[src/pulse_meter_pkg.sv]
// ******************************
// pulse meter shared types and constants
// ******************************

`default_nettype none

package pulse_meter_pkg;

	// widths
	localparam int BIN_WIDTH = 16; // equal to the count and duration widths
	localparam int DIGITS = 5; // decimal digits per field
	localparam int LINE_LENGTH = 13; // 5 + space + 5 + cr + lf

	// serial bit period kept short for simulation
	localparam int CLOCKS_PER_BIT = 8;
	localparam int BIT_TIMER_WIDTH = $clog2(CLOCKS_PER_BIT);

	// report characters
	localparam logic [7:0] ASCII_ZERO = 8'h30;
	localparam logic [7:0] ASCII_SPACE = 8'h20;
	localparam logic [7:0] ASCII_CR = 8'h0d;
	localparam logic [7:0] ASCII_LF = 8'h0a;

	// ended pulses since reset with wraparound
	typedef logic [BIN_WIDTH-1:0] count_t;

	// saturating pulse length in clock cycles
	typedef logic [BIN_WIDTH-1:0] duration_t;

	// five bcd digits with the most significant in the top nibble
	typedef logic [4*DIGITS-1:0] bcd_t;

	// one serial character
	typedef logic [7:0] byte_t;

endpackage

`default_nettype wire
[src/pulse_meter_top.sv]
// ******************************
// pulse width meter with serial report
// ******************************

`timescale 1ns/1ns
`default_nettype none

module pulse_meter_top (
	input wire logic clock,
	input wire logic reset,
	input wire logic trigger,
	output logic tx,
	output logic report_busy
);
	import pulse_meter_pkg::*;

	logic pulse_end;
	count_t pulse_count;
	duration_t last_duration;

	count_t count_bin;
	duration_t duration_bin;
	logic convert;
	bcd_t count_digits;
	logic count_done;
	bcd_t duration_digits;
	logic duration_done;

	logic uart_busy;
	logic send;
	byte_t data;

	pulse_timer timer (
		.clock(clock),
		.reset(reset),
		.trigger(trigger),
		.pulse_end(pulse_end),
		.pulse_count(pulse_count),
		.last_duration(last_duration)
	);

	// count and duration share the same width
	bin_to_bcd count_conv (
		.clock(clock),
		.reset(reset),
		.convert(convert),
		.bin(count_bin),
		.digits(count_digits),
		.done(count_done)
	);

	bin_to_bcd duration_conv (
		.clock(clock),
		.reset(reset),
		.convert(convert),
		.bin(duration_bin),
		.digits(duration_digits),
		.done(duration_done)
	);

	report_formatter formatter (
		.clock(clock),
		.reset(reset),
		.pulse_end(pulse_end),
		.pulse_count(pulse_count),
		.last_duration(last_duration),
		.count_bin(count_bin),
		.duration_bin(duration_bin),
		.convert(convert),
		.count_digits(count_digits),
		.count_done(count_done),
		.duration_digits(duration_digits),
		.duration_done(duration_done),
		.uart_busy(uart_busy),
		.send(send),
		.data(data),
		.report_busy(report_busy)
	);

	uart_tx transmitter (
		.clock(clock),
		.reset(reset),
		.send(send),
		.data(data),
		.tx(tx),
		.busy(uart_busy)
	);

endmodule

`default_nettype wire

[src/uart_tx.sv]
// ******************************
// 8N1 serial transmitter
// ******************************

`timescale 1ns/1ns
`default_nettype none

module uart_tx (
	input wire logic clock,
	input wire logic reset,
	input wire logic send,
	input wire pulse_meter_pkg::byte_t data,
	output logic tx,
	output logic busy
);
	import pulse_meter_pkg::*;

	logic [BIT_TIMER_WIDTH-1:0] bit_timer;
	logic [3:0] bit_index; // 0 is start, 9 is stop
	logic [9:0] frame; // bit 0 is on the line

	assign tx = frame[0];

	always_ff @(posedge clock) begin
		if (reset) begin
			frame <= '1; // idle line is high
			busy <= 1'b0;
			bit_timer <= '0;
			bit_index <= '0;
		end else if (!busy) begin
			if (send) begin
				frame <= {1'b1, data, 1'b0}; // stop, data lsb first, start
				busy <= 1'b1;
				bit_timer <= '0;
				bit_index <= '0;
			end
		end else begin
			if (bit_timer == BIT_TIMER_WIDTH'(CLOCKS_PER_BIT - 1)) begin
				bit_timer <= '0;
				frame <= {1'b1, frame[9:1]};
				if (bit_index == 4'd9) begin
					busy <= 1'b0; // end of stop bit
				end else begin
					bit_index <= bit_index + 1'b1;
				end
			end else begin
				bit_timer <= bit_timer + 1'b1;
			end
		end
	end

endmodule

`default_nettype wire

[src/report_formatter.sv]
// ******************************
// report formatter that converts count and duration
// and feeds one text line to the transmitter
// ******************************

`timescale 1ns/1ns
`default_nettype none

module report_formatter (
	input wire logic clock,
	input wire logic reset,
	input wire logic pulse_end,
	input wire pulse_meter_pkg::count_t pulse_count,
	input wire pulse_meter_pkg::duration_t last_duration,
	output pulse_meter_pkg::count_t count_bin,
	output pulse_meter_pkg::duration_t duration_bin,
	output logic convert,
	input wire pulse_meter_pkg::bcd_t count_digits,
	input wire logic count_done,
	input wire pulse_meter_pkg::bcd_t duration_digits,
	input wire logic duration_done,
	input wire logic uart_busy,
	output logic send,
	output pulse_meter_pkg::byte_t data,
	output logic report_busy
);
	import pulse_meter_pkg::*;

	typedef enum logic [1:0] {
		IDLE,
		CONVERTING,
		SENDING
	} state_t;

	state_t state;
	logic seen_count;
	logic seen_duration;
	logic [3:0] char_index; // next character to send

	// character at a given line position
	function automatic byte_t line_char(logic [3:0] index, bcd_t count_bcd, bcd_t duration_bcd);
		int position;
		logic [3:0] nibble;
		byte_t result;
		position = 0;
		nibble = 4'h0;
		if (int'(index) < DIGITS) begin
			position = DIGITS - 1 - int'(index);
			nibble = count_bcd[4*position +: 4];
			result = ASCII_ZERO + byte_t'(nibble);
		end else if (int'(index) == DIGITS) begin
			result = ASCII_SPACE;
		end else if (int'(index) <= 2*DIGITS) begin
			position = 2*DIGITS - int'(index); // index 6 is the top digit
			nibble = duration_bcd[4*position +: 4];
			result = ASCII_ZERO + byte_t'(nibble);
		end else if (int'(index) == 2*DIGITS + 1) begin
			result = ASCII_CR;
		end else begin
			result = ASCII_LF;
		end
		return result;
	endfunction

	always_ff @(posedge clock) begin
		if (reset) begin
			state <= IDLE;
			convert <= 1'b0;
			send <= 1'b0;
			report_busy <= 1'b0;
			seen_count <= 1'b0;
			seen_duration <= 1'b0;
			char_index <= '0;
		end else begin
			convert <= 1'b0;
			send <= 1'b0;
			case (state)
				IDLE: begin
					if (pulse_end) begin
						convert <= 1'b1; // both converters at once
						report_busy <= 1'b1;
						seen_count <= 1'b0;
						seen_duration <= 1'b0;
						state <= CONVERTING;
					end
				end
				CONVERTING: begin
					if (count_done) seen_count <= 1'b1;
					if (duration_done) seen_duration <= 1'b1;
					if ((seen_count || count_done) && (seen_duration || duration_done)) begin
						char_index <= '0;
						state <= SENDING;
					end
				end
				SENDING: begin
					// send was high last cycle, so busy is not up yet
					if (!uart_busy && !send) begin
						if (char_index == 4'(LINE_LENGTH)) begin
							report_busy <= 1'b0; // last stop bit done
							state <= IDLE;
						end else begin
							send <= 1'b1;
							char_index <= char_index + 1'b1;
						end
					end
				end
				default: state <= IDLE;
			endcase
		end
	end

	// captured values and the outgoing character
	always_ff @(posedge clock) begin
		if (state == IDLE && pulse_end) begin
			count_bin <= pulse_count;
			duration_bin <= last_duration;
		end
		if (state == SENDING && !uart_busy && !send) begin
			data <= line_char(char_index, count_digits, duration_digits);
		end
	end

endmodule

`default_nettype wire

[src/bin_to_bcd.sv]
// ******************************
// binary to bcd by shift and add three
// ******************************

`timescale 1ns/1ns
`default_nettype none

module bin_to_bcd (
	input wire logic clock,
	input wire logic reset,
	input wire logic convert,
	input wire pulse_meter_pkg::duration_t bin,
	output pulse_meter_pkg::bcd_t digits,
	output logic done
);
	import pulse_meter_pkg::*;

	logic running;
	logic [4:0] step; // shifts done so far
	bcd_t work_bcd;
	duration_t work_bin;
	bcd_t adjusted;

	// add three to every digit of five or more
	function automatic bcd_t add_three(bcd_t value);
		bcd_t result;
		result = value;
		for (int d = 0; d < DIGITS; d++) begin
			if (value[4*d +: 4] >= 4'd5) begin
				result[4*d +: 4] = value[4*d +: 4] + 4'd3;
			end
		end
		return result;
	endfunction

	assign adjusted = add_three(work_bcd);

	always_ff @(posedge clock) begin
		if (reset) begin
			running <= 1'b0;
			step <= '0;
			done <= 1'b0;
		end else begin
			done <= 1'b0;
			if (convert) begin
				running <= 1'b1;
				step <= '0;
			end else if (running) begin
				if (step == 5'(BIN_WIDTH)) begin
					running <= 1'b0; // publish below
					done <= 1'b1;
				end else begin
					step <= step + 1'b1;
				end
			end
		end
	end

	// shift register and published digits
	always_ff @(posedge clock) begin
		if (convert) begin
			work_bin <= bin;
			work_bcd <= '0;
		end else if (running) begin
			if (step == 5'(BIN_WIDTH)) begin
				digits <= work_bcd;
			end else begin
				{work_bcd, work_bin} <= {adjusted, work_bin} << 1;
			end
		end
	end

endmodule

`default_nettype wire

[src/pulse_timer.sv]
// ******************************
// pulse timer that synchronizes the trigger,
// times each high pulse and counts ended pulses
// ******************************

`timescale 1ns/1ns
`default_nettype none

module pulse_timer (
	input wire logic clock,
	input wire logic reset,
	input wire logic trigger, // asynchronous
	output logic pulse_end,
	output pulse_meter_pkg::count_t pulse_count,
	output pulse_meter_pkg::duration_t last_duration
);
	import pulse_meter_pkg::*;

	logic trigger_meta;
	logic trigger_sync;
	logic [2:0] history; // newest sample in bit 0
	duration_t live_duration;

	// two flop synchronizer
	always_ff @(posedge clock) begin
		if (reset) begin
			trigger_meta <= 1'b0;
			trigger_sync <= 1'b0;
		end else begin
			trigger_meta <= trigger;
			trigger_sync <= trigger_meta;
		end
	end

	always_ff @(posedge clock) begin
		if (reset) begin
			history <= 3'b000;
		end else begin
			history <= {history[1:0], trigger_sync}; // 110 marks a falling end
		end
	end

	// live counter latched and cleared on a falling end
	always_ff @(posedge clock) begin
		if (reset) begin
			live_duration <= '0;
			last_duration <= '0;
			pulse_count <= '0;
			pulse_end <= 1'b0;
		end else begin
			pulse_end <= 1'b0;
			if (history == 3'b110) begin
				last_duration <= live_duration;
				live_duration <= '0;
				pulse_count <= pulse_count + 1'b1; // wraps
				pulse_end <= 1'b1;
			end else if (history[0]) begin
				if (live_duration != '1) begin // saturate at full scale
					live_duration <= live_duration + 1'b1;
				end
			end
		end
	end

endmodule

`default_nettype wire

[config.mk]
export PLATFORM = sky130hd
export DESIGN_NAME = pulse_meter_top
export DESIGN_NICKNAME = d
export VERILOG_FILES = /design/src/pulse_meter_pkg.sv /design/src/pulse_meter_top.sv /design/src/uart_tx.sv /design/src/report_formatter.sv /design/src/bin_to_bcd.sv /design/src/pulse_timer.sv
export SDC_FILE = /design/constraint.sdc
export NUM_CORES = 1
export LEC_CHECK = 0
export BUFFER_PORTS_ARGS = -buffer_cell sky130_fd_sc_hd__buf_4
export CELL_PAD_IN_SITES_DETAIL_PLACEMENT = 0
export CELL_PAD_IN_SITES_GLOBAL_PLACEMENT = 1
export CORE_UTILIZATION = 47
export CTS_BUF_LIST = sky130_fd_sc_hd__clkbuf_4 sky130_fd_sc_hd__clkbuf_8
export DETAILED_ROUTE_END_ITERATION = 10
export GPL_ROUTABILITY_DRIVEN = 0
export HOLD_SLACK_MARGIN = 0.1
export PLACE_DENSITY_LB_ADDON = 0.12
export SYNTH_ARGS = -nofsm -noshare
export SYNTH_HDL_FRONTEND = slang
export SYNTH_SLANG_ARGS = --single-unit
[constraint.sdc]
create_clock -name clock -period 4.8 [get_ports clock]
set_clock_uncertainty 0.1 [all_clocks]
set_input_delay 0.96 -clock clock [delete_from_list [all_inputs] [get_ports clock]]
set_output_delay 0.96 -clock clock [all_outputs]
set_load 0.01 [all_outputs]
==> summary.md <==
| Metric | Value |
|---|---|
| Fill count | `1906` |
| Critical-path cell list | `inv_1, ha_1, mux2i_1, a2bb2oi_1, o311ai_0, o2bb2ai_1` |
| Top_reg_cell synth | `dfxtp_1` |
| Syn Inst Count | `954` |
| Leak pwr | `4.099 nW` |
| Worst path arrival time | `3160 ps` |
| Syn Std Cell Area | `0.01042 mm^2` |
| DP Worst Slack | `1785 ps` |
| Final net count | `1001` |
| Period utilization | `0.6191` |
| GR Overflow Total | `0` |
| Pins over their slew limit | `0` |
| CTS root buf | `clkbuf_8` |
| Max-Cap Viols | `0` |
| Worst Path Buf+Inv | `1` |
| Placed instance count | `1199` |
| Max-slew headroom | `0.2234` |
| Clock Sink Count | `246` |
| Core Box Area | `0.02176 mm^2` |
| Hpwl dp | `12640 um` |
| Post-synth cell types | `56` |
| Die height | `150.9 um` |
| Layout Cells excl Fill | `1276` |
| Cts repair resizes | `0` |
| Fraction of layout cells with a size suffix above 1 | `0.1386` |
| Origin of the worst min-delay path | `timer.last_duration[7]` |
| YS warnings | `0` |
| Power per cell area | `368.8 mW/mm^2` |
| Critical path origin | `formatter.char_index[0]` |
| Synthesis-to-finish area growth | `10.42%` |
| Antenna-violating nets left | `0` |
| Final instance area | `0.01151 mm^2` |
| Ports | `5` |
| Die area | `0.02278 mm^2` |
| Count of state elements after synthesis | `246` |
| Die width | `150.9 um` |
| Status | `finished, final reports clean` |
| First-pass GRT wire length | `32480 um` |
| CP max-delay cell | `dfxtp_1` |
| Gr usage total | `0.1787` |
| Hold_buf cts | `0` |
| Vias | `6700` |
| Simple-Gate Fraction of Synth Area | `0.1509` |
| Worst Setup End Kind | `register` |
| Synth Area in Adders | `0.04201` |
| Xor/xnor cell area share of the yosys netlist | `0.04285` |
| Fmax | `336.5 MHz` |
| Pin count of the biggest net entering global routing | `71` |
| Post-synthesis compound-gate area fraction | `0.09061` |
| Num CTS Buffers | `42` |
| CTS clock-pin slew for the worst setup and hold paths | `60 ps` |
| Sequential Area | `0.006027 mm^2` |
| # port buffers | `4` |
| Final Core Density | `0.5291` |
| Initial Utilization | `0.4792` |
| DR vias/cell | `5.251` |
| Post-synthesis mux area share | `0.06265` |
| # H-tree levels | `2` |
| Clock period minus worst slack | `2972 ps` |
| RSZ-0062 raised after global routing | `no` |
| Post-synth EDFFs | `110` |
| Worst Setup Slack, final | `1828 ps` |
| Site row count | `54` |
| Setup TNS | `0 ps` |
| Number of setup buffers added after CTS | `0` |
| # diodes | `0` |
| Reg2Reg Launch Point | `formatter.char_index[0]` |
| Multi-input gate area | `0.004055 mm^2` |
| Part of the Yosys area used for sequential elements | `0.5780` |
| Synth top area cells | `edfxtp_1, dfxtp_1, ha_1, nand2_1, a21oi_1` |
| Async S/R FF share, synth | `0` |
| Worst Tran Pin Value | `1152 ps` |
| Critical path's largest stage delay | `790 ps` |
| Crit path launch type | `register` |
| Wirelength per Cell | `15.21 um` |
| CTS max path bufs | `3` |
| HP Class | `register to register` |
| Initial DRC count | `303` |
| Top cell family by delay on the critical path | `flip-flops` |
| VDD IR max | `0.2487 mV` |
| Largest area contributor in the netlist | `edfxtp_1` |
| Maximum net fanout on the critical path | `18` |
| Top-area cell type share of the netlist area | `0.3169` |
| Initial antenna violation count | `0` |
| # DRC | `0` |
| Main combinational cell family by area after synthesis | `simple AND/OR/NAND/NOR gates` |
| Final wirelength | `19410 um` |
| WHS | `330.6 ps` |
| Post-DP Area | `0.01066 mm^2` |
| Detailed Routing Iterations Pass 1 | `4` |
| CP required | `4990 ps` |
| Syn_area_per_cell | `10.93 um^2` |
| Total power | `4.245 mW` |
| Final Hold Fails | `0` |
| Vias in the first global route | `6718` |
| Crit Path Class | `register to register` |
| CTS tree | `yes` |
| Endpoints failing setup | `0` |
| Syn_nets | `992` |
| Worst-skew pair later-pin latency | `530 ps` |
==> state kept, by name (all words and copies together) (netlist names), 2 cells and up <==
signal,count
count_conv.work_bin,16
duration_conv.step,5
formatter.state,2
timer.live_duration,16
formatter.data,6
formatter.count_bin,16
formatter.char_index,4
count_conv.work_bcd,20
count_conv.step,5
duration_conv.work_bcd,20
transmitter.frame,9
formatter.duration_bin,16
count_conv.digits,20
transmitter.bit_index,4
timer.last_duration,16
transmitter.bit_timer,3
duration_conv.digits,20
timer.history,3
timer.pulse_count,16
duration_conv.work_bin,16
==> logic make-up (layout without fill, tap and decap cells) <==
group,Yosys count,in the layout
AO/OA/AOI/OAI,159,159
XOR/XNOR,51,51
adder cells (fa/ha/maj),35,35
buffers and inverters,84,126
flip-flops,246,246
multiplexers,55,55
AND/OR/NAND/NOR,324,324
==> cell type report <==
cell class,count,area share
flip-flops and latches,246,0.5236
multi-input cells,624,0.3523
clock buffers,73,0.07207
well taps,280,0.03043
inverters,37,0.01207
repair buffers,12,0.007826
clock inverters,4,0.001739
==> routing by layer <==
layer	up-vias	global-route usage	wire (um)
met5	-	0	0
met4	0	0.06050	445
met3	38	0.03946	688
met2	83	0.3067	9439
met1	3195	0.2218	8834
li1	3384	-	-
==> layout by cell type (no fill, tap or decap), types with 4 or more instances in the layout <==
master    Yosys  layout
a211oi_1     16      16
a21oi_1      79      79
a221oi_1      6       6
a31oi_1       5       5
and2_1        4       4
and3_1        9       9
buf_4         1      12
clkbuf_4      0      28
clkbuf_8      0      45
dfxtp_1     136     135
edfxtp_1    110     110
ha_1         35      35
inv_1        37      37
mux2_2       32      32
mux2i_1      18      18
mux4_2        5       5
nand2_1     116     116
nand2b_1     19      19
nand3_1      22      22
nand4_1      14      14
nor2_1       78      78
nor2b_1      14      14
nor3_1       13      13
nor3b_1      11      11
nor4_1        4       4
o21ai_0      31      31
or2_2         4       4
xnor2_1      26      26
xor2_1       25      25
==> final timing paths <==
check                               to  slack, ps  cells after the start
max                  formatter.data[0]       1830                      6
min          formatter.duration_bin[7]        330                      0
max reg2reg          formatter.data[0]       1830                      6
min reg2reg  formatter.duration_bin[7]        330                      0
==> power by group <==
part	switching [mW]	internal (mW)
clock	0.797	1.08
sequential	0.0328	2.20
combinational	0.0731	0.0608
==> synth_stat cells, drive strengths merged, types with 5 or more instances <==
library cell,instances
a211oi,16
a21oi,79
a221oi,6
a31oi,5
and3,9
buf,25
clkbuf,22
dfxtp,136
edfxtp,110
ha,35
inv,37
mux2,32
mux2i,18
mux4,5
nand2,116
nand2b,19
nand3,22
nand4,16
nor2,79
nor2b,14
nor3,13
nor3b,11
nor4,5
o21ai,32
xnor2,26
xor2,25
Power figures use the tool's default switching activity.
